File: config.mk
export PLATFORM = sky130hd
export DESIGN_NAME = pol_top
export DESIGN_NICKNAME = d
export VERILOG_FILES = /design/src/pol_cfg_pkg.sv /design/src/pol_mem_pkg.sv /design/src/map_unpacker.sv /design/src/max_pool_unit.sv /design/src/neighbor_gather.sv /design/src/pol_ctrl.sv /design/src/pol_top.sv
export SDC_FILE = /design/constraint.sdc
export NUM_CORES = 1
export LEC_CHECK = 0
export BUFFER_PORTS_ARGS = -buffer_cell sky130_fd_sc_hd__buf_2
export CORE_ASPECT_RATIO = 1.2
export CORE_MARGIN = 2
export CORE_UTILIZATION = 30
export CTS_CLUSTER_DIAMETER = 200
export CTS_CLUSTER_SIZE = 24
export DETAILED_ROUTE_END_ITERATION = 16
export PLACE_DENSITY = 0.52
export SYNTH_ARGS = -nofsm -noshare
export SYNTH_HDL_FRONTEND = slang
export SYNTH_SLANG_ARGS = --single-unit
export TNS_END_PERCENT = 5
File: constraint.sdc
create_clock -name clk -period 6.95 [get_ports clk]
set_input_delay 0.695 -clock clk [delete_from_list [all_inputs] [get_ports clk]]
set_output_delay 0.695 -clock clk [all_outputs]
set_load 0.03 [all_outputs]
File: src/pol_cfg_pkg.sv
// ==============================
// Job configuration for the pooling core
// Fixed data widths and the configuration word
// Modules import this inside their body
// ==============================

package pol_cfg_pkg;

    // ==============================
    // Data widths
    // ==============================

    // Addresses and neighbor indices share one width
    localparam int IDX_WIDTH  = 16;
    localparam int ACT_WIDTH  = 8;

    // Channels compared per cycle form one channel group
    localparam int LANES      = 8;
    localparam int CHN_WIDTH  = 8;

    // One map word as delivered by the global buffer
    localparam int SRAM_WIDTH = 64;
    localparam int K_WIDTH    = 4;

    // ==============================
    // Configuration word
    // ==============================

    // Point count sits in the low bits
    // chn must be a multiple of LANES
    typedef struct packed {
        logic [IDX_WIDTH-1:0] ofm_wr_base;
        logic [IDX_WIDTH-1:0] ofm_rd_base;
        logic [IDX_WIDTH-1:0] map_base;
        logic [CHN_WIDTH-1:0] chn;
        logic [K_WIDTH-1:0]   k;
        logic [IDX_WIDTH-1:0] nip;
    } pol_cfg_t;

endpackage

File: src/pol_mem_pkg.sv
// ==============================
// Global buffer data types
// Feature vectors read by the core and the
// write beat it sends back to the buffer
// ==============================

package pol_mem_pkg;

    // ==============================
    // Feature data
    // ==============================

    // One channel group of activations
    // Lane 0 sits in the low bits
    typedef logic [pol_cfg_pkg::LANES-1:0][pol_cfg_pkg::ACT_WIDTH-1:0] act_vec_t;

    // ==============================
    // Feature write beat
    // ==============================

    // Address of the pooled group and its data
    // Word granular address with one group per word
    typedef struct packed {
        logic [pol_cfg_pkg::IDX_WIDTH-1:0] addr;
        act_vec_t                          dat;
    } ofm_wr_t;

    // Total width is IDX_WIDTH + LANES * ACT_WIDTH
    // 80 bits with the default widths

endpackage

File: src/map_unpacker.sv
// ==============================
// Map word collector
// Gathers the map words of one point into the
// neighbor index array used by the gather stage
// ==============================

module map_unpacker #(
    parameter int MAP_SLOTS = 8
) (
    input  logic                                              clk,
    input  logic                                              rst_n,
    input  logic                                              busy,
    input  logic                                              map_dat_vld,
    input  logic [pol_cfg_pkg::SRAM_WIDTH-1:0]                map_dat,
    output logic                                              map_dat_rdy,
    input  logic                                              slot_rdy,
    output logic                                              slot_vld,
    output logic [MAP_SLOTS-1:0][pol_cfg_pkg::IDX_WIDTH-1:0]  slots
);
    import pol_cfg_pkg::*;

    localparam int WORDS  = MAP_SLOTS * IDX_WIDTH / SRAM_WIDTH;
    localparam int WORD_W = (WORDS > 1) ? $clog2(WORDS) : 1;

    logic [WORDS-1:0][SRAM_WIDTH-1:0] words_q;
    logic [WORD_W-1:0]                wd_q;
    logic                             dat_hs;
    logic                             last_word;

    // Stalls while a full array waits for the gather stage
    assign map_dat_rdy = !slot_vld;
    assign dat_hs      = map_dat_vld & map_dat_rdy;
    assign last_word   = (wd_q == WORD_W'(WORDS - 1));

    // First word holds the lowest slots
    assign slots = words_q;

    always_ff @(posedge clk or negedge rst_n) begin
        if (!rst_n) begin
            wd_q     <= '0;
            slot_vld <= 1'b0;
        end else if (!busy) begin
            wd_q     <= '0;
            slot_vld <= 1'b0;
        end else begin
            if (dat_hs) begin
                wd_q <= last_word ? '0 : wd_q + 1'b1;
            end
            if (dat_hs && last_word) begin
                slot_vld <= 1'b1;
            end else if (slot_rdy) begin
                slot_vld <= 1'b0;
            end
        end
    end

    always_ff @(posedge clk) begin
        if (dat_hs) begin
            words_q[wd_q] <= map_dat;
        end
    end

endmodule

File: src/max_pool_unit.sv
// ==============================
// Lane-wise max pooling and feature write
// Folds k neighbor vectors into one pooled vector
// per point and group and writes it back
// ==============================

module max_pool_unit (
    input  logic                  clk,
    input  logic                  rst_n,
    input  pol_cfg_pkg::pol_cfg_t job_cfg,
    input  logic                  ofm_rd_dat_vld,
    input  pol_mem_pkg::act_vec_t ofm_rd_dat,
    output logic                  ofm_rd_dat_rdy,
    output logic                  ofm_wr_vld,
    output pol_mem_pkg::ofm_wr_t  ofm_wr,
    input  logic                  ofm_wr_rdy,
    output logic                  job_done
);
    import pol_cfg_pkg::*;
    import pol_mem_pkg::*;

    localparam int LANE_SH = $clog2(LANES);

    logic [K_WIDTH-1:0]   n_q;
    logic [K_WIDTH-1:0]   k_last;
    logic [CHN_WIDTH-1:0] g_q;
    logic [CHN_WIDTH-1:0] grp_num;
    logic [CHN_WIDTH-1:0] g_last;
    logic [IDX_WIDTH-1:0] p_q;
    logic                 rd_hs;
    logic                 wr_hs;
    logic                 last_n;
    logic                 last_g;
    logic                 last_p;
    logic                 wr_last_q;
    act_vec_t             max_q;
    act_vec_t             max_nxt;

    assign grp_num = job_cfg.chn >> LANE_SH;
    assign k_last  = job_cfg.k - 1'b1;
    assign g_last  = grp_num - 1'b1;
    assign last_n  = (n_q == k_last);
    assign last_g  = (g_q == g_last);
    assign last_p  = (p_q == job_cfg.nip - 1'b1);

    // A stalled write blocks further responses
    assign ofm_rd_dat_rdy = !ofm_wr_vld | ofm_wr_rdy;
    assign rd_hs          = ofm_rd_dat_vld & ofm_rd_dat_rdy;
    assign wr_hs          = ofm_wr_vld & ofm_wr_rdy;
    assign job_done       = wr_hs & wr_last_q;

    // First neighbor loads, later ones keep the larger value
    always_comb begin
        for (int i = 0; i < LANES; i++) begin
            if (n_q == '0 || ofm_rd_dat[i] > max_q[i]) begin
                max_nxt[i] = ofm_rd_dat[i];
            end else begin
                max_nxt[i] = max_q[i];
            end
        end
    end

    // ==============================
    // Response counters
    // ==============================
    always_ff @(posedge clk or negedge rst_n) begin
        if (!rst_n) begin
            n_q <= '0;
            g_q <= '0;
            p_q <= '0;
        end else if (rd_hs) begin
            n_q <= last_n ? '0 : n_q + 1'b1;
            if (last_n) begin
                g_q <= last_g ? '0 : g_q + 1'b1;
                if (last_g) begin
                    p_q <= last_p ? '0 : p_q + 1'b1;
                end
            end
        end
    end

    always_ff @(posedge clk or negedge rst_n) begin
        if (!rst_n) begin
            ofm_wr_vld <= 1'b0;
            wr_last_q  <= 1'b0;
        end else if (rd_hs && last_n) begin
            ofm_wr_vld <= 1'b1;
            wr_last_q  <= last_g & last_p;
        end else if (wr_hs) begin
            ofm_wr_vld <= 1'b0;
        end
    end

    always_ff @(posedge clk) begin
        if (rd_hs) begin
            max_q <= max_nxt;
        end
        if (rd_hs && last_n) begin
            ofm_wr.dat  <= max_nxt;
            ofm_wr.addr <= job_cfg.ofm_wr_base + p_q * grp_num + IDX_WIDTH'(g_q);
        end
    end

endmodule

File: src/neighbor_gather.sv
// ==============================
// Neighbor feature read issue
// For each channel group walks the k neighbors of
// the current point and requests their features
// ==============================

module neighbor_gather #(
    parameter int MAP_SLOTS = 8
) (
    input  logic                                              clk,
    input  logic                                              rst_n,
    input  pol_cfg_pkg::pol_cfg_t                             job_cfg,
    input  logic                                              slot_vld,
    input  logic [MAP_SLOTS-1:0][pol_cfg_pkg::IDX_WIDTH-1:0]  slots,
    output logic                                              slot_rdy,
    output logic                                              ofm_rd_addr_vld,
    output logic [pol_cfg_pkg::IDX_WIDTH-1:0]                 ofm_rd_addr,
    input  logic                                              ofm_rd_addr_rdy
);
    import pol_cfg_pkg::*;

    localparam int LANE_SH = $clog2(LANES);

    logic [K_WIDTH-1:0]   n_q;
    logic [K_WIDTH-1:0]   k_last;
    logic [CHN_WIDTH-1:0] g_q;
    logic [CHN_WIDTH-1:0] grp_num;
    logic [CHN_WIDTH-1:0] g_last;
    logic                 addr_hs;
    logic                 last_n;
    logic                 last_g;

    // ==============================
    // Loop bounds
    // ==============================
    assign grp_num = job_cfg.chn >> LANE_SH;
    assign k_last  = job_cfg.k - 1'b1;
    assign g_last  = grp_num - 1'b1;
    assign last_n  = (n_q == k_last);
    assign last_g  = (g_q == g_last);

    // ==============================
    // Address issue
    // ==============================

    // One request per cycle while the index array is held
    assign ofm_rd_addr_vld = slot_vld;
    assign addr_hs         = ofm_rd_addr_vld & ofm_rd_addr_rdy;

    // Feature memory is laid out point-major, group-minor
    assign ofm_rd_addr = job_cfg.ofm_rd_base + grp_num * slots[n_q] + IDX_WIDTH'(g_q);

    // Array is free once the last group has been requested
    assign slot_rdy = addr_hs & last_n & last_g;

    // Neighbor is the inner loop, group the outer one
    always_ff @(posedge clk or negedge rst_n) begin
        if (!rst_n) begin
            n_q <= '0;
            g_q <= '0;
        end else if (addr_hs) begin
            if (last_n) begin
                n_q <= '0;
                g_q <= last_g ? '0 : g_q + 1'b1;
            end else begin
                n_q <= n_q + 1'b1;
            end
        end
    end

endmodule

File: src/pol_ctrl.sv
// ==============================
// Job controller of the pooling core
// Latches the configuration, walks all points
// and issues one map read at a time
// ==============================

module pol_ctrl #(
    parameter int MAP_SLOTS = 8
) (
    input  logic                              clk,
    input  logic                              rst_n,
    input  logic                              cfg_vld,
    input  pol_cfg_pkg::pol_cfg_t             cfg,
    output logic                              cfg_rdy,
    output logic                              busy,
    output pol_cfg_pkg::pol_cfg_t             job_cfg,
    output logic                              map_addr_vld,
    output logic [pol_cfg_pkg::IDX_WIDTH-1:0] map_addr,
    input  logic                              map_addr_rdy,
    input  logic                              map_dat_vld,
    input  logic                              map_dat_rdy,
    input  logic                              job_done
);
    import pol_cfg_pkg::*;

    localparam int WORDS  = MAP_SLOTS * IDX_WIDTH / SRAM_WIDTH;
    localparam int WORD_W = (WORDS > 1) ? $clog2(WORDS) : 1;

    typedef enum logic [1:0] {
        ST_IDLE,
        ST_MAP,
        ST_WAIT
    } state_t;

    state_t               state_q;
    logic [IDX_WIDTH-1:0] pt_q;
    logic [WORD_W-1:0]    wd_q;
    logic                 cfg_hs;
    logic                 addr_hs;
    logic                 dat_hs;
    logic                 last_word;
    logic                 last_pt;

    assign cfg_rdy   = (state_q == ST_IDLE);
    assign busy      = !cfg_rdy;
    assign cfg_hs    = cfg_vld & cfg_rdy;
    assign addr_hs   = map_addr_vld & map_addr_rdy;
    assign dat_hs    = map_dat_vld & map_dat_rdy;
    assign last_word = (wd_q == WORD_W'(WORDS - 1));
    assign last_pt   = (pt_q == job_cfg.nip - 1'b1);

    // Map words of one point are contiguous
    assign map_addr = job_cfg.map_base + IDX_WIDTH'(pt_q * WORDS) + IDX_WIDTH'(wd_q);

    // ==============================
    // Job FSM
    // ==============================
    always_ff @(posedge clk or negedge rst_n) begin
        if (!rst_n) begin
            state_q <= ST_IDLE;
            job_cfg <= '0;
        end else begin
            case (state_q)
                ST_IDLE: begin
                    if (cfg_hs) begin
                        state_q <= ST_MAP;
                        job_cfg <= cfg;
                    end
                end
                ST_MAP: begin
                    if (addr_hs && last_word && last_pt) begin
                        state_q <= ST_WAIT;
                    end
                end
                ST_WAIT: begin
                    if (job_done) begin
                        state_q <= ST_IDLE;
                    end
                end
                default: state_q <= ST_IDLE;
            endcase
        end
    end

    // Next request only after the previous word has landed
    always_ff @(posedge clk or negedge rst_n) begin
        if (!rst_n) begin
            map_addr_vld <= 1'b0;
            pt_q         <= '0;
            wd_q         <= '0;
        end else if (cfg_hs) begin
            map_addr_vld <= 1'b1;
            pt_q         <= '0;
            wd_q         <= '0;
        end else if (addr_hs) begin
            map_addr_vld <= 1'b0;
            wd_q         <= last_word ? '0 : wd_q + 1'b1;
            if (last_word) begin
                pt_q <= pt_q + 1'b1;
            end
        end else if (dat_hs && state_q == ST_MAP) begin
            map_addr_vld <= 1'b1;
        end
    end

endmodule

File: src/pol_top.sv
// ==============================
// Point-cloud max pooling core
// Map fetch, neighbor gather and pooling behind
// valid/ready ports to the global buffer
// ==============================

module pol_top #(
    parameter int MAP_SLOTS = 8
) (
    input  logic                               clk,
    input  logic                               rst_n,
    // Configuration
    input  logic                               cfg_vld,
    output logic                               cfg_rdy,
    input  pol_cfg_pkg::pol_cfg_t              cfg,
    // Map read
    output logic                               map_addr_vld,
    output logic [pol_cfg_pkg::IDX_WIDTH-1:0]  map_addr,
    input  logic                               map_addr_rdy,
    input  logic                               map_dat_vld,
    input  logic [pol_cfg_pkg::SRAM_WIDTH-1:0] map_dat,
    output logic                               map_dat_rdy,
    // Feature read
    output logic                               ofm_rd_addr_vld,
    output logic [pol_cfg_pkg::IDX_WIDTH-1:0]  ofm_rd_addr,
    input  logic                               ofm_rd_addr_rdy,
    input  logic                               ofm_rd_dat_vld,
    input  pol_mem_pkg::act_vec_t              ofm_rd_dat,
    output logic                               ofm_rd_dat_rdy,
    // Feature write
    output logic                               ofm_wr_vld,
    output pol_mem_pkg::ofm_wr_t               ofm_wr,
    input  logic                               ofm_wr_rdy
);
    import pol_cfg_pkg::*;

    logic                                busy;
    pol_cfg_t                            job_cfg;
    logic                                slot_vld;
    logic                                slot_rdy;
    logic [MAP_SLOTS-1:0][IDX_WIDTH-1:0] slots;
    logic                                job_done;

    pol_ctrl #(.MAP_SLOTS(MAP_SLOTS)) i_ctrl (
        .clk, .rst_n, .cfg_vld, .cfg, .cfg_rdy, .busy, .job_cfg,
        .map_addr_vld, .map_addr, .map_addr_rdy,
        .map_dat_vld, .map_dat_rdy, .job_done
    );

    map_unpacker #(.MAP_SLOTS(MAP_SLOTS)) i_unpacker (
        .clk, .rst_n, .busy, .map_dat_vld, .map_dat, .map_dat_rdy,
        .slot_rdy, .slot_vld, .slots
    );

    neighbor_gather #(.MAP_SLOTS(MAP_SLOTS)) i_gather (
        .clk, .rst_n, .job_cfg, .slot_vld, .slots, .slot_rdy,
        .ofm_rd_addr_vld, .ofm_rd_addr, .ofm_rd_addr_rdy
    );

    max_pool_unit i_pool (
        .clk, .rst_n, .job_cfg, .ofm_rd_dat_vld, .ofm_rd_dat, .ofm_rd_dat_rdy,
        .ofm_wr_vld, .ofm_wr, .ofm_wr_rdy, .job_done
    );

endmodule

Yosys cells after proc, flatten, opt, wreduce, memory -nomap -nowiden. Index checks and enable logic that the tools add are counted.

Flip-flop bits (word level): 412. Bits of input ports: 212. Output and inout bits: 118. Word-level logic and storage cells: 159.

Add/subtract/negate cells: 17. $mul: 2. $lt $le $gt $ge: 11. Equality and inequality tests: 11. Mux-type cells: 39. Bitwise operators: 11. Reduce and logical (&&, ||, !) cells: 30.

Operators by type and width (count): 128-bit bitwise mux (1); 16-bit two-way mux (5); 8-bit two-way mux (10); 64-bit demux with 1-bit select (1); 8-bit > comparator (8); 64-bit two-way mux (1); 16-bit adder (3); 16-bit binary-select mux with 3-bit select (1); 16-bit by 1-bit adder with 16-bit output, second input constant (2); 16-bit by 8-bit adder with 16-bit output (2); 16-bit == test (2); 16-bit by 1-bit adder with 16-bit output (1); 8-bit by 1-bit adder with 8-bit output, second input constant (2); 8-bit == test (2); 16-bit by 5-bit multiplier with 16-bit output (1); 5-bit by 16-bit multiplier with 16-bit output (1); 16-bit by 1-bit subtractor with 16-bit output, second input constant (1); 1-bit two-way mux (14); 1-bit AND (10); 4-bit by 1-bit adder with 4-bit output, second input constant (2); 4-bit == test (2); 1-bit logical OR (8); 4-bit two-way mux (2); 2-bit AND reduction (4); other kinds (20) (35).

Logic depth before layout (Yosys ltp).
Word-level depth: 7. Depth in mapped cells: 21. Gate-level depth less buffers: 18.

By module. Synthesis repeated with hierarchy kept, for this count alone.

Cells, all modules: 2246. Area total of the unflattened synthesis: 25171.6 sq um.

By module, submodules not included: max_pool_unit (instances 1, cells an instance 1057, area an instance 11767.5 sq um, sequential area each 5074.9 sq um); pol_ctrl (instances 1, cells an instance 579, area an instance 4983.5 sq um, sequential area each 2402.3 sq um); neighbor_gather (instances 1, cells an instance 471, area an instance 4466.8 sq um, sequential area each 300.3 sq um); map_unpacker (instances 1, cells an instance 139, area an instance 3953.8 sq um, sequential area each 3893.7 sq um).

Least setup slack after synthesis. No wires, ideal clock.

Kind: register -> output. From: reg i_gather.n_q[0]. To: out ofm_rd_addr[15] (netlist name). Data arrival time: 6.183 ns. Data required time: 6.255 ns. Path slack: 0.072 ns. Stages on the path, launching flop included: 22. Buffers on the path: 3. Cell sequence: dfrtp_1 -> buf_2 -> buf_4 -> buf_1 -> mux4_2 -> mux2i_1 -> nor2_1 -> fa_1 -> inv_1 -> fa_1 -> inv_1 -> fa_1 -> inv_1 -> fa_1 -> inv_1 -> ha_1 -> a21oi_1 -> o21ai_0 -> o221a_2 -> a41o_1 -> o41ai_1 -> xnor2_1.

Cells in the longest elaborated chain, start to end: 5.

RTL lines: start, declared (RTL line neighbor_gather.sv:24) `logic [K_WIDTH-1:0] n_q;`; start signal, assigned (RTL line neighbor_gather.sv:66) `n_q <= n_q + 1'b1;`; 16-bit binary-select mux with 3-bit select (RTL line neighbor_gather.sv:51) `assign ofm_rd_addr = job_cfg.ofm_rd_base + grp_num * slots[n_q] + IDX_WIDTH'(g_q);`; 16-bit two-way mux (not written as such) (RTL line neighbor_gather.sv:51); 5-bit by 16-bit multiplier with 16-bit output (RTL line neighbor_gather.sv:51); 16-bit adder (RTL line neighbor_gather.sv:51); 16-bit by 8-bit adder with 16-bit output (RTL line neighbor_gather.sv:51); end, declared (RTL line pol_top.sv:25) `output logic [pol_cfg_pkg::IDX_WIDTH-1:0] ofm_rd_addr,`.

No other way between the ends. The select of a mux whose other input is x is not followed.

Worst setup path in the final report. Ends and elaborated chain as after synthesis.

==> run metrics <==
CP Capture Point ofm_rd_addr[15]; Clock Tree Buf Depth 3; status finished clean; # clock sinks 409; Slew Viols, Final 0; DRC 0; IO Port Bufs 326; final worst path period need between 6 and 7 ns; Area contributors post-synth edfxtp_1 33%, dfrtp_1 14%, fa_1 9.0%, ha_1 7.5%, mux2_2 6.0%; number of synthesized register bits 409; worst r2r path cells 15; Num CTS Buffers 21; Worst Path Max Fanout 10; Synth Net Count 2,485; DIE HEIGHT about 320 microns; final setup fails 0; most common flop cell mapped by yosys edfxtp_1; EDFF count, synth ~270; initial antenna violation count 9; CP endpoint kind output pin; n_diodes 0; first-pass GRT wire length 98,900 microns; Clock power frac 10.8%; CTS tree built; average routed wire per standard cell ~18 microns; htree depth 1; Crit Path Class reg -> out; Mean Syn Cell Area 12.2 sq um; synthesized instance count 2,015; crit path launch i_gather.n_q[0]; setup slack, reg-to-reg 1.63 ns; Flop pwr share between 20% and 30%; Hold-fix buffers, CTS 0; Internal 0.00685 W; CP Data Required Time 6.25 ns; Reg-to-Reg Start i_ctrl.job_cfg[25]; hpwl dp around 48,000 microns; Hold Fails Final Rpt 0; Yosys cell types 75; Worst Tran Pin Value 1.00 ns; vias in the first global route 17,400; combinational power share about 64%; arrival time worst endpoint around 6.1 ns; Clk pin slew, worst setup/hold paths 0.11 ns; sequential area share after synthesis between 40% and 50%; Sw Ratio roughly 48%; # nets final 2,799; area delta synth->final 14.9%; DR vias 16,100; Yosys top cell by area edfxtp_1; die span in x 265 microns; asr flop ratio synth roughly a third; post-route ant nets 0; maximum clock rate roughly 0.15 GHz; num ports 330; VDD IR max 1430 uV; Hold WS 0.159 ns; Max-Cap Viols 0; GRT overflow 0; LEAKAGE 12.1 nW; setup_tns 0 ns; Pre-antenna DRT Iters 4; Tcrit/Tclk final a little over nine tenths; clk_skew 0.0289 ns; FP Rows 115; clock root cell clkbuf_16; Die Area 84,300 sq um; Initial Util 30.1%; layout cells sized above 1 24.9%; post-synth top area share about 33%; routability cong. 0.836; Total Routed Length 62,700 microns; Setup crit start kind register; Via density 4.74; gr usage total between 10% and 20%; Switch Pwr 0.00634 W; clk_lat worst skew 0.59 ns; Worst slew margin 33.1%; Core Area 81,600 sq um; DRC violation total after the first TritonRoute iteration 900; Critical R2R Capture i_pool.ofm_wr[78]; pwr/cell area about 470 nW/um^2; largest net degree at the start of global routing 83; Ys Warns 0; worst min path class in -> async; Synth Cell Area 24,600 sq um
## area by class of cell
class / instances / area [sq um]
inverters: 230 / 865
clock inverters: 2 / 38.8
repair buffers: 358 / 1920
well taps: 1053 / 1320
clock buffers: 34 / 574
multi-input cells: 1309 / 11900
flip-flops and latches: 409 / 11600
fillers: 8122 / 53300
## metrics by stage
stage | setup slack [ns] | total power, W | area, sq um | util, % | instances
6_report | 0.207 | 0.0132 | 28200 | 34.6 | 3395
5_1_grt | -0.0191 | 0.0143 | 28200 | 34.6 | 3395
4_1_cts | 0.0207 | 0.0132 | 28200 | 34.5 | 3394
3_5_place_dp | 0.311 | 0.0116 | 27500 | 33.7 | 3355
3_3_place_gp | 0.350 | 0.0115 | 27500 | 33.7 | 3355
2_1_floorplan | 0.0721 | 0.00928 | 24600 | - | 2015
## cells in the final DEF, fill, tap and decap left out, drive strengths merged, types with 15 or more instances in the layout
cell type and instances:
mux2i 15, o21ai 66, and2 39, nor2 118
a21oi 52, ha 147, mux2 131, nand3 59
inv 230, dfrtp 137, edfxtp 272, nor3 47
o21a 15, xor2 48, clkbuf 35, xnor2 82
nand2 126, a21o 30, buf 357, nor2b 34
fa 111, mux4 32
## layer usage
| metal | vias to the layer above | GRT usage [%] | wire length, microns |
|---|---|---|---|
| met5 | - | 0 | 71 |
| met4 | 12 | 3.67 | 1430 |
| met3 | 74 | 2.81 | 3670 |
| met2 | 362 | 26.5 | 31000 |
| met1 | 8005 | 18.4 | 26500 |
| li1 | 7635 | - | - |
## critical path, cell delays in order, from the launching register on
cell and delay (ns):
dfrtp_4 0.44, buf_12 0.14, buf_12 0.15, mux4_2 0.50, mux2i_1 0.17, buf_4 0.16
nand2b_1 0.12, fa_1 0.42, fa_1 0.49, inv_1 0.04, fa_1 0.47, inv_1 0.05
fa_1 0.47, inv_1 0.04, ha_1 0.32, a21oi_2 0.21, o21ai_2 0.11, o221a_2 0.29
a41o_1 0.28, o41ai_2 0.24, xnor2_1 0.16, buf_4 0.18
## logic make-up (layout without fill, tap and decap cells)
logic type               Yosys count  after routing  synth area share (%)
AND/OR/NAND/NOR                  503            503                  10.3
flip-flops                       409            409                  47.2
buffers and inverters            297            624                  4.69
adder cells (fa/ha/maj)          258            258                  16.5
AO/OA/AOI/OAI                    228            228                  6.06
multiplexers                     178            178                  9.54
XOR/XNOR                         142            142                  5.75
## cell usage after synthesis, types with 34 or more instances
master	number
clkbuf_1	46
nand3_1	59
inv_1	230
fa_1	111
edfxtp_1	272
mux2_2	131
a21oi_1	52
nor2_1	118
nor3_1	42
o21ai_0	65
nand2_1	124
xor2_1	48
nor2b_1	34
ha_1	147
and2_1	38
xnor2_1	82
dfrtp_1	137
## sequential cells by signal, indices dropped and copies added, names as in the netlist
name / cells
i_unpacker.slots: 128
i_pool.ofm_wr: 80
i_ctrl.job_cfg: 73
i_pool.max_q: 64
i_ctrl.pt_q: 16
i_pool.p_q: 16
i_gather.g_q: 8
i_pool.g_q: 8
i_gather.n_q: 4
i_pool.n_q: 4
i_ctrl.state_q: 2
i_ctrl.last_word: 1
i_ctrl.map_addr_vld: 1
i_pool.ofm_wr_vld: 1
i_pool.wr_last_q: 1
i_unpacker.last_word: 1
i_unpacker.slot_vld: 1
## power by group through the flow
| stage | Clock (W) | Combinational, W | Sequential (W) |
|---|---|---|---|
| CTS | 0.00151 | 0.00842 | 0.00328 |
| global route | 0.00158 | 0.00938 | 0.00333 |
| global placement | 0 | 0.00817 | 0.00334 |
| finish | 0.00143 | 0.00849 | 0.00328 |
| detailed placement | 0 | 0.00825 | 0.00335 |
| floorplan | 0 | 0.00593 | 0.00335 |
## how the worst min path moves through the flow
| stage | slack, ns | cells after the start | startpoint | endpoint |
|---|---|---|---|---|
| after floorplan | 0.40 | 0 | rst_n | i_ctrl.job_cfg[0] |
| after global placement | 0.48 | 2 | i_pool.wr_last_q | i_pool.wr_last_q |
| after detailed placement | 0.50 | 2 | i_pool.wr_last_q | i_pool.wr_last_q |
| after CTS | 0.17 | 1 | rst_n | i_ctrl.job_cfg[12] |
| after global routing | 0.20 | 1 | rst_n | i_ctrl.job_cfg[12] |
| final | 0.16 | 1 | rst_n | i_ctrl.job_cfg[12] |
## repair_timing
| item | CTS | global route |
|---|---|---|
| gates cloned | 0 | 0 |
| gates resized for setup | 8 | 14 |
| setup endpoints to repair | 5 | 3 |
| pin swaps | 0 | 1 |
| setup buffers | 3 | 1 |
Power figures use the tool's default switching activity.
